==> src/logic/axi_bridge_pkg.sv <==
package axi_bridge_pkg;

    // bus widths
    localparam int ADDR_W = 32;
    localparam int DATA_W = 32;
    localparam int STRB_W = 4;
    localparam int ID_W   = 4;

    typedef logic [ADDR_W-1:0] addr_t;
    typedef logic [DATA_W-1:0] data_t;
    typedef logic [STRB_W-1:0] strb_t;
    typedef logic [2:0]        size_t;
    typedef logic [ID_W-1:0]   id_t;

    // bit 0 of the read id selects the returning cache
    localparam id_t INST_RD_ID = 4'd0;
    localparam id_t DATA_RD_ID = 4'd1;

    // cache side requests
    typedef struct packed {
        addr_t addr;
        size_t size;
    } cache_rd_req_t;

    typedef struct packed {
        addr_t addr;
        size_t size;
        strb_t strb;
        data_t data;
    } cache_wr_req_t;

    // axi read address
    typedef struct packed {
        id_t   id;
        addr_t addr;
        size_t size;
    } axi_ar_t;

    // single beat axi read data
    typedef struct packed {
        id_t   id;
        data_t data;
    } axi_r_t;

    // axi write address
    typedef struct packed {
        addr_t addr;
        size_t size;
    } axi_aw_t;

    // axi write data
    typedef struct packed {
        data_t data;
        strb_t strb;
    } axi_w_t;

endpackage

==> src/logic/cache_rd_port.sv <==
module cache_rd_port #(
    parameter axi_bridge_pkg::id_t PORT_ID = axi_bridge_pkg::INST_RD_ID
) (
    input  logic                          aclk,
    input  logic                          aresetn,
    input  logic                          rd_req_i,
    input  axi_bridge_pkg::cache_rd_req_t rd_i,
    input  logic                          grant_i,
    input  logic                          arready_i,
    input  axi_bridge_pkg::axi_r_t        r_i,
    input  logic                          rvalid_i,
    output logic                          rd_rdy_o,
    output axi_bridge_pkg::axi_ar_t       ar_o,
    output logic                          arvalid_o,
    output logic                          rready_o,
    output logic                          in_data_phase_o,
    output logic                          idle_o,
    output logic                          ret_valid_o,
    output axi_bridge_pkg::data_t         ret_data_o
);

    typedef enum logic [1:0] {
        R_FREE,
        R_ADDR,
        R_DATA
    } rd_state_t;

    rd_state_t state_q;
    logic      accept;
    logic      ar_done;
    logic      r_done;

    assign idle_o          = (state_q == R_FREE);
    assign in_data_phase_o = (state_q == R_DATA);

    // a request is taken only when the mux grants this port
    assign rd_rdy_o = idle_o && grant_i;
    assign accept   = rd_req_i && rd_rdy_o;

    assign arvalid_o = (state_q == R_ADDR);
    assign rready_o  = (state_q == R_DATA);

    assign ar_done = arvalid_o && arready_i;
    assign r_done  = rvalid_i && rready_o;

    always_ff @(posedge aclk) begin
        if (!aresetn) begin
            state_q <= R_FREE;
        end else begin
            case (state_q)
                R_FREE: begin
                    if (accept) begin
                        state_q <= R_ADDR;
                    end
                end
                R_ADDR: begin
                    if (ar_done) begin
                        state_q <= R_DATA;
                    end
                end
                R_DATA: begin
                    if (r_done) begin
                        state_q <= R_FREE;
                    end
                end
                default: begin
                    state_q <= R_FREE;
                end
            endcase
        end
    end

    // ar payload held until the handshake
    always_ff @(posedge aclk) begin
        if (accept) begin
            ar_o.id   <= PORT_ID;
            ar_o.addr <= rd_i.addr;
            ar_o.size <= rd_i.size;
        end
    end

    always_ff @(posedge aclk) begin
        if (r_done) begin
            ret_data_o <= r_i.data;
        end
    end

    // one cycle pulse after the r handshake
    always_ff @(posedge aclk) begin
        if (!aresetn) begin
            ret_valid_o <= 1'b0;
        end else begin
            ret_valid_o <= r_done;
        end
    end

endmodule

==> src/logic/cpu_axi_bridge.sv <==
module cpu_axi_bridge (
    input  logic                          aclk,
    input  logic                          aresetn,

    input  logic                          icache_rd_req_i,
    input  axi_bridge_pkg::cache_rd_req_t icache_rd_i,
    output logic                          icache_rd_rdy_o,
    output logic                          icache_ret_valid_o,
    output axi_bridge_pkg::data_t         icache_ret_data_o,

    input  logic                          dcache_rd_req_i,
    input  axi_bridge_pkg::cache_rd_req_t dcache_rd_i,
    output logic                          dcache_rd_rdy_o,
    output logic                          dcache_ret_valid_o,
    output axi_bridge_pkg::data_t         dcache_ret_data_o,

    input  logic                          dcache_wr_req_i,
    input  axi_bridge_pkg::cache_wr_req_t dcache_wr_i,
    output logic                          dcache_wr_rdy_o,
    output logic                          dcache_wr_ok_o,

    output axi_bridge_pkg::axi_ar_t       m_ar_o,
    output logic                          m_arvalid_o,
    input  logic                          m_arready_i,
    input  axi_bridge_pkg::axi_r_t        m_r_i,
    input  logic                          m_rvalid_i,
    output logic                          m_rready_o,
    output axi_bridge_pkg::axi_aw_t       m_aw_o,
    output logic                          m_awvalid_o,
    input  logic                          m_awready_i,
    output axi_bridge_pkg::axi_w_t        m_w_o,
    output logic                          m_wvalid_o,
    input  logic                          m_wready_i,
    input  logic                          m_bvalid_i,
    output logic                          m_bready_o
);
    import axi_bridge_pkg::*;

    logic    i_grant;
    logic    d_grant;
    logic    i_idle;
    logic    d_idle;
    logic    d_data_phase;
    axi_ar_t i_ar;
    axi_ar_t d_ar;
    logic    i_arvalid;
    logic    d_arvalid;
    logic    i_rready;
    logic    d_rready;
    logic    i_rvalid;
    logic    d_rvalid;
    logic    wr_busy;

    // instruction side with id bit 0 clear
    cache_rd_port #(
        .PORT_ID(INST_RD_ID)
    ) u_icache_port (
        .aclk            (aclk),
        .aresetn         (aresetn),
        .rd_req_i        (icache_rd_req_i),
        .rd_i            (icache_rd_i),
        .grant_i         (i_grant),
        .arready_i       (m_arready_i),
        .r_i             (m_r_i),
        .rvalid_i        (i_rvalid),
        .rd_rdy_o        (icache_rd_rdy_o),
        .ar_o            (i_ar),
        .arvalid_o       (i_arvalid),
        .rready_o        (i_rready),
        .in_data_phase_o (),
        .idle_o          (i_idle),
        .ret_valid_o     (icache_ret_valid_o),
        .ret_data_o      (icache_ret_data_o)
    );

    cache_rd_port #(
        .PORT_ID(DATA_RD_ID)
    ) u_dcache_port (
        .aclk            (aclk),
        .aresetn         (aresetn),
        .rd_req_i        (dcache_rd_req_i),
        .rd_i            (dcache_rd_i),
        .grant_i         (d_grant),
        .arready_i       (m_arready_i),
        .r_i             (m_r_i),
        .rvalid_i        (d_rvalid),
        .rd_rdy_o        (dcache_rd_rdy_o),
        .ar_o            (d_ar),
        .arvalid_o       (d_arvalid),
        .rready_o        (d_rready),
        .in_data_phase_o (d_data_phase),
        .idle_o          (d_idle),
        .ret_valid_o     (dcache_ret_valid_o),
        .ret_data_o      (dcache_ret_data_o)
    );

    rd_channel_mux u_rd_mux (
        .icache_req_i   (icache_rd_req_i),
        .dcache_req_i   (dcache_rd_req_i),
        .i_idle_i       (i_idle),
        .d_idle_i       (d_idle),
        .d_data_phase_i (d_data_phase),
        .wr_busy_i      (wr_busy),
        .i_ar_i         (i_ar),
        .d_ar_i         (d_ar),
        .i_arvalid_i    (i_arvalid),
        .d_arvalid_i    (d_arvalid),
        .i_rready_i     (i_rready),
        .d_rready_i     (d_rready),
        .m_r_i          (m_r_i),
        .m_rvalid_i     (m_rvalid_i),
        .i_grant_o      (i_grant),
        .d_grant_o      (d_grant),
        .m_ar_o         (m_ar_o),
        .m_arvalid_o    (m_arvalid_o),
        .m_rready_o     (m_rready_o),
        .i_rvalid_o     (i_rvalid),
        .d_rvalid_o     (d_rvalid)
    );

    dcache_wr_engine u_wr_engine (
        .aclk        (aclk),
        .aresetn     (aresetn),
        .wr_req_i    (dcache_wr_req_i),
        .wr_i        (dcache_wr_i),
        .m_awready_i (m_awready_i),
        .m_wready_i  (m_wready_i),
        .m_bvalid_i  (m_bvalid_i),
        .wr_rdy_o    (dcache_wr_rdy_o),
        .wr_ok_o     (dcache_wr_ok_o),
        .wr_busy_o   (wr_busy),
        .m_aw_o      (m_aw_o),
        .m_awvalid_o (m_awvalid_o),
        .m_w_o       (m_w_o),
        .m_wvalid_o  (m_wvalid_o),
        .m_bready_o  (m_bready_o)
    );

endmodule

==> src/logic/dcache_wr_engine.sv <==
module dcache_wr_engine (
    input  logic                          aclk,
    input  logic                          aresetn,
    input  logic                          wr_req_i,
    input  axi_bridge_pkg::cache_wr_req_t wr_i,
    input  logic                          m_awready_i,
    input  logic                          m_wready_i,
    input  logic                          m_bvalid_i,
    output logic                          wr_rdy_o,
    output logic                          wr_ok_o,
    output logic                          wr_busy_o,
    output axi_bridge_pkg::axi_aw_t       m_aw_o,
    output logic                          m_awvalid_o,
    output axi_bridge_pkg::axi_w_t        m_w_o,
    output logic                          m_wvalid_o,
    output logic                          m_bready_o
);

    typedef enum logic [1:0] {
        W_FREE,
        W_ADDR,
        W_DATA,
        W_RESP
    } wr_state_t;

    wr_state_t state_q;
    logic      accept;
    logic      aw_done;
    logic      w_done;
    logic      b_done;

    assign wr_rdy_o = (state_q == W_FREE);
    assign accept   = wr_req_i && wr_rdy_o;

    // also high in the request cycle, so the read mux holds off at once
    assign wr_busy_o = wr_req_i || (state_q != W_FREE);

    assign m_awvalid_o = (state_q == W_ADDR);
    assign m_wvalid_o  = (state_q == W_DATA);
    assign m_bready_o  = (state_q == W_DATA) || (state_q == W_RESP);

    assign aw_done = m_awvalid_o && m_awready_i;
    assign w_done  = m_wvalid_o && m_wready_i;

    // B only counts once W is through
    assign b_done = (state_q == W_RESP) && m_bvalid_i;

    always_ff @(posedge aclk) begin
        if (!aresetn) begin
            state_q <= W_FREE;
        end else begin
            case (state_q)
                W_FREE: begin
                    if (accept) begin
                        state_q <= W_ADDR;
                    end
                end
                W_ADDR: begin
                    if (aw_done) begin
                        state_q <= W_DATA;
                    end
                end
                W_DATA: begin
                    if (w_done) begin
                        state_q <= W_RESP;
                    end
                end
                W_RESP: begin
                    if (b_done) begin
                        state_q <= W_FREE;
                    end
                end
                default: begin
                    state_q <= W_FREE;
                end
            endcase
        end
    end

    // request buffered for the whole transfer
    always_ff @(posedge aclk) begin
        if (accept) begin
            m_aw_o.addr <= wr_i.addr;
            m_aw_o.size <= wr_i.size;
            m_w_o.data  <= wr_i.data;
            m_w_o.strb  <= wr_i.strb;
        end
    end

    always_ff @(posedge aclk) begin
        if (!aresetn) begin
            wr_ok_o <= 1'b0;
        end else begin
            wr_ok_o <= b_done;
        end
    end

endmodule

==> src/logic/rd_channel_mux.sv <==
module rd_channel_mux (
    input  logic                    icache_req_i,
    input  logic                    dcache_req_i,
    input  logic                    i_idle_i,
    input  logic                    d_idle_i,
    input  logic                    d_data_phase_i,
    input  logic                    wr_busy_i,
    input  axi_bridge_pkg::axi_ar_t i_ar_i,
    input  axi_bridge_pkg::axi_ar_t d_ar_i,
    input  logic                    i_arvalid_i,
    input  logic                    d_arvalid_i,
    input  logic                    i_rready_i,
    input  logic                    d_rready_i,
    input  axi_bridge_pkg::axi_r_t  m_r_i,
    input  logic                    m_rvalid_i,
    output logic                    i_grant_o,
    output logic                    d_grant_o,
    output axi_bridge_pkg::axi_ar_t m_ar_o,
    output logic                    m_arvalid_o,
    output logic                    m_rready_o,
    output logic                    i_rvalid_o,
    output logic                    d_rvalid_o
);
    import axi_bridge_pkg::*;

    logic rd_allowed;
    logic d_past_ar;
    logic r_to_data;

    // no new read while a write is pending or in flight
    assign rd_allowed = !wr_busy_i;

    // data read wins, but waits for an outstanding instruction read
    assign d_grant_o = dcache_req_i && d_idle_i && i_idle_i && rd_allowed;

    // the instruction read may overlap a data read that has left AR
    assign d_past_ar = d_data_phase_i || (d_idle_i && !dcache_req_i);
    assign i_grant_o = icache_req_i && i_idle_i && d_past_ar && rd_allowed;

    // only one port has arvalid at a time
    always_comb begin
        if (d_arvalid_i) begin
            m_ar_o = d_ar_i;
        end else begin
            m_ar_o = i_ar_i;
        end
    end

    assign m_arvalid_o = i_arvalid_i || d_arvalid_i;

    // return routing by id bit 0
    assign r_to_data  = (m_r_i.id[0] == DATA_RD_ID[0]);
    assign d_rvalid_o = m_rvalid_i && r_to_data;
    assign i_rvalid_o = m_rvalid_i && (m_r_i.id[0] == INST_RD_ID[0]);

    assign m_rready_o = i_rready_i || d_rready_i;

endmodule

==> config.mk <==
export PLATFORM = sky130hd
export DESIGN_NAME = cpu_axi_bridge
export DESIGN_NICKNAME = d
export VERILOG_FILES = /design/src/logic/axi_bridge_pkg.sv /design/src/logic/cache_rd_port.sv /design/src/logic/cpu_axi_bridge.sv /design/src/logic/dcache_wr_engine.sv /design/src/logic/rd_channel_mux.sv
export SDC_FILE = /design/constraint.sdc
export NUM_CORES = 1
export LEC_CHECK = 0
export ABC_CLOCK_PERIOD_IN_PS = 5450
export BUFFER_PORTS_ARGS = -buffer_cell sky130_fd_sc_hd__buf_2
export CORE_ASPECT_RATIO = 2
export CORE_MARGIN = 5
export CORE_UTILIZATION = 37
export DETAILED_ROUTE_END_ITERATION = 16
export GPL_ROUTABILITY_DRIVEN = 0
export PLACE_DENSITY = 0.7
export SLEW_MARGIN = 10
export SYNTH_ARGS = -nofsm -noshare
export SYNTH_HDL_FRONTEND = slang
export SYNTH_SLANG_ARGS = --single-unit
==> constraint.sdc <==
create_clock -name aclk -period 5.45 [get_ports aclk]
set_input_delay 1.635 -clock aclk [delete_from_list [all_inputs] [get_ports aclk]]
set_output_delay 1.635 -clock aclk [all_outputs]
set_load 0.01 [all_outputs]
**Word-level counts from Yosys, hierarchy flattened**

Index checks and enable logic that the tools add are counted.

- Register bits after elaboration: 214
- Bits of input ports: 187
- Output and inout port bits: 185
- Word-level logic and storage cells: 83

- Equality and inequality tests: 17
- Muxes and demuxes: 14
- Bitwise operators: 1
- Reductions and logical operators: 35

Operators with widths:

| cell | number |
|---|---|
| 36-bit two-way mux | 1 |
| 1-bit logical AND | 21 |
| 2-bit two-way mux | 10 |
| 2-bit inequality test, second input constant | 9 |
| 2-bit case mux with 3 select lines | 2 |
| 2-bit equality test, second input constant | 4 |
| 2-bit case mux with 4 select lines | 1 |
| 2-bit by 1-bit equality test with 1-bit output, second input constant | 3 |
| 2-bit logical NOT | 3 |
| 3-bit AND reduction | 2 |
| 1-bit logical OR | 5 |
| 4-bit AND reduction | 1 |
| 1-bit logical NOT | 2 |
| 2-bit by 1-bit inequality test with 1-bit output, second input constant | 1 |
| 2-bit nonzero test | 1 |
| 1-bit inverter | 1 |

**Logic depth before layout (Yosys ltp)**

- Depth in word-level cells: 9
- Gate-level depth with buffers: 5
- Depth with buffers taken out: 5

**By module**

From an unflattened synthesis, not the netlist that was laid out.

- Cells, all modules: 326
- Area, all modules: 7304.5 µm²

By module, submodules not included:

| module | instances | cells an instance | area each (µm²) | seq. area each (µm²) |
|---|---|---|---|---|
| dcache_wr_engine | 1 | 94 | 2349.8 | 2192.1 |
| cache_rd_port (u_dcache_port) | 1 | 91 | 2209.6 | 2072.0 |
| cache_rd_port (u_icache_port) | 1 | 90 | 2205.9 | 2072.0 |
| rd_channel_mux | 1 | 51 | 539.3 | 0.0 |

**Worst setup path after synthesis**

Ideal clock, no wire load.

- Kind: input port to flip-flop
- Start: input dcache_wr_req_i
- End: register u_dcache_port.ar_o[0] (netlist bit), enable pin
- Setup time: 0.427 ns
- Arrival time: 3.538 ns
- Required time: 5.023 ns
- Path slack: 1.485 ns
- Cell stages on the path: 3
- Buffers on the path: 0
- Cell sequence: nor2b_1 nand2_1 nor2_1

- Cells in the longest elaborated chain, start to end: 5

RTL lines:

| item | RTL line | source |
|---|---|---|
| from (decl) | cpu_axi_bridge.sv:17 | `input logic dcache_wr_req_i,` |
| 1-bit logical OR | dcache_wr_engine.sv:36 | `assign wr_busy_o = wr_req_i \|\| (state_q != W_FREE);` |
| 1-bit logical NOT | rd_channel_mux.sv:31 | `assign rd_allowed = !wr_busy_i;` |
| 1-bit logical AND | rd_channel_mux.sv:34 | `assign d_grant_o = dcache_req_i && d_idle_i && i_idle_i && rd_allowed;` |
| 1-bit logical AND | cache_rd_port.sv:37 | `assign rd_rdy_o = idle_o && grant_i;` |
| 1-bit logical AND | cache_rd_port.sv:38 | `assign accept = rd_req_i && rd_rdy_o;` |
| named net u_dcache_port.accept | cache_rd_port.sv:29 | `logic accept;` |
| to (decl) | cache_rd_port.sv:13 | `output axi_bridge_pkg::axi_ar_t ar_o,` |

The timed path passes the listed nets, and every way through them passes these cells.
A chain may end at the register's enable or synchronous reset.

**Final worst setup path**

- Start: input dcache_wr_req_i
- End: output dcache_rd_rdy_o

- Cells in the longest elaborated chain, start to end: 4

RTL lines:

| item | RTL line | source |
|---|---|---|
| 1-bit logical OR | dcache_wr_engine.sv:36 |  |
| 1-bit logical NOT | rd_channel_mux.sv:31 |  |
| 1-bit logical AND | rd_channel_mux.sv:34 |  |
| 1-bit logical AND | cache_rd_port.sv:37 |  |
| to (decl) | cpu_axi_bridge.sv:13 | `output logic dcache_rd_rdy_o,` |

Every way passes these cells.

==> flow_summary.json <==
{
  "critical_path_class": "in -> out",
  "worstPathMaxFanout": 4,
  "chipWidth_um": 109,
  "timing.fmax_ghz": 0.241,
  "io_pins": 372,
  "num_rows": 72,
  "core_area_mm2": 0.0194,
  "final_max_slew_viol_count": 0,
  "period_share_pct": 76.3,
  "clockRootBuffer": "clkbuf_16",
  "vias_per_cell": 4.31,
  "power_leakage_nw": 4.13,
  "relSlewSlack_pct": 26.5,
  "port_buffers": 365,
  "dieArea_mm2": 0.0227,
  "setup_ws_ns": 1.29,
  "max-cap-violations": 0,
  "netlist_area_mm2": 0.00725,
  "cts_tree": "yes",
  "avgSynthCellArea_um2": 23.5,
  "antenna_left": 0,
  "hold_viol": 0,
  "cts_buffer_depth": 3,
  "dr.pass1.iters": 4,
  "clkTransAtPathRegs_ns": 0.07,
  "end_kind": "output port",
  "vias": 4168,
  "insertion_delay_ns": 0.49,
  "skew_ns": 0.0172,
  "dp_slack_ns": 1.25,
  "drt_iter0_drc": 137,
  "worst_pin_slew_ns": 1.10,
  "startpoint_type": "input pin",
  "drive_gt1_share_pct": 62.8,
  "cp_data_required_time_ns": 3.82,
  "post-dp-hpwl_um": 13400,
  "area_delta_synth_final_pct": 38.1,
  "power_mw": 4.11,
  "yosysUniqueCellTypes": 30,
  "wl_um": 17300,
  "hold_class": "reg -> reg",
  "fill_cells": 1617,
  "nets": 885,
  "htreeDepth": 1,
  "fin_crit_ns": 4.16,
  "yosys_warnings": 0,
  "grt_pass1_wl_um": 24800,
  "rsz0062_at_grt": "no",
  "holdBufCountCts": 0,
  "outcome": "finished clean",
  "post_cts_buffers": 0,
  "synthCells": 309,
  "die_h_um": 208,
  "grt_max_degree": 40,
  "ys_seq_elements": 214,
  "grt_pass1_vias": 4415,
  "antenna_found_initial": 5,
  "crit_arrival_ns": 2.52,
  "cts_resized": 0,
  "seq_area_frac_synth_pct": 87.3,
  "setup_viol": 0,
  "track_usage_pct": 14.7,
  "p_per_area_mw_per_mm2": 410,
  "cts.sinks": 214,
  "routedWlPerCell_um": 17.9,
  "numCtsBuffers": 19,
  "timing.setup.tns_ns": 0,
  "grt_overflow": 0,
  "start_util_pct": 37.5,
  "drcViolationCount": 0,
  "worst_ir_drop_vdd_mv": 0.319
}
## report_power, final
| group | total (mW) | internal [mW] | switching [mW] |
|---|---|---|---|
| Sequential | 2.10 | 2.05 | 0.0481 |
| Combinational | 0.657 | 0.266 | 0.392 |
| Clock | 1.35 | 0.785 | 0.568 |
| Total | 4.11 | 3.10 | 1.01 |
## per-stage QoR
stage	utilization [%]	hold WS, ns	instance area [µm²]	instances
floorplan	-	0.468	7260	311
global placement	48.4	0.490	9370	931
detailed placement	48.4	0.502	9370	931
CTS	51.7	0.513	10000	964
global route	51.7	0.554	10000	967
finish	51.7	0.510	10000	967
## critical path, cell delays in order
cell	delay, ns
buf_2	0.10
nor2b_1	0.30
nand2_1	0.18
nor2_1	0.15
buf_2	0.15
## cell usage in the layout (no fill, tap or decap), types with 2 or more instances in the layout
cell,instances
and2_1,3
buf_2,365
buf_4,5
bufinv_16,2
clkbuf_16,19
clkbuf_8,3
clkinv_1,2
clkinv_2,2
conb_1,3
dfxtp_1,9
diode_2,3
edfxtp_1,205
ha_1,5
inv_1,4
inv_6,3
mux2_2,15
mux2_4,20
mux2i_1,2
nand2_1,6
nand2b_1,5
nor2_1,2
nor2b_1,5
## kinds of logic (layout without fill, tap and decap cells)
family / after synthesis / after routing / share of synthesized area, %
and+or+nand+nor: 32 / 32 / 2.59
muxes: 37 / 37 / 6.74
other: 1 / 6 / 0.0517
AOI/OAI and AO/OA: 7 / 7 / 0.931
DFF: 214 / 214 / 87.3
adders and majority gates: 5 / 5 / 0.862
buffers and inverters: 13 / 407 / 1.48
## cell type report
cell class	count	area [µm²]	share of cell area [%]
antenna	3	7.51	0.0749
clock buffer	23	520	5.19
clock inverter	10	120	1.20
inverter	4	15.0	0.150
multi-input combinational	84	833	8.32
sequential	214	6340	63.2
tap	259	324	3.23
timing repair buffer	370	1860	18.6
## cells in the mapped netlist, drive strengths merged
library cell / number / area share, %
edfxtp: 205 / 85
mux2: 35 / 6.5
dfxtp: 9 / 2.5
buf: 8 / 1.2
nor2b: 7 / 0.71
nand2: 6 / 0.31
ha: 5 / 0.86
nand2b: 5 / 0.43
and2: 4 / 0.34
inv: 4 / 0.21
nor2: 4 / 0.21
and4: 2 / 0.24
mux2i: 2 / 0.28
a2111oi: 1 / 0.38
a21oi: 1 / 0.069
a22oi: 1 / 0.10
a32oi: 1 / 0.12
and3: 1 / 0.086
clkbuf: 1 / 0.052
conb: 1 / 0.052
nor3: 1 / 0.069
nor3b: 1 / 0.10
o21a: 1 / 0.10
o21ai: 1 / 0.069
o22ai: 1 / 0.086
or2: 1 / 0.086
## worst paths after layout
kind | to | depth (start not counted) | start | slack, ns
setup / recovery | dcache_rd_rdy_o | 5 | dcache_wr_req_i | 1.29
hold / removal | u_wr_engine.state_q[1] | 2 | u_wr_engine.state_q[1] | 0.51
setup reg to reg | u_icache_port.ar_o[1] | 5 | u_wr_engine.state_q[0] | 2.95
hold reg to reg | u_wr_engine.state_q[1] | 2 | u_wr_engine.state_q[1] | 0.51
## state kept, by name, summed over array words and instances, names as in the netlist
signal	count
u_icache_port.ret_valid_o	1
u_wr_engine.m_aw_o	35
u_dcache_port.ret_data_o	32
u_dcache_port.state_q	2
u_icache_port.ar_o	35
u_icache_port.ret_data_o	32
u_wr_engine.m_w_o	36
u_dcache_port.ret_valid_o	1
u_dcache_port.ar_o	35
u_wr_engine.state_q	2
u_wr_engine.wr_ok_o	1
u_icache_port.state_q	2
## routing by layer
metal	up-vias	share of wire, %	global-route usage, %
met1	1965	29	13.5
met4	4	2.5	6.50
met3	28	9.5	4.22
met2	204	59	28.5
li1	1967	-	-
met5	-	0.20	0
Note: power is estimated with default switching activity, not from simulation.
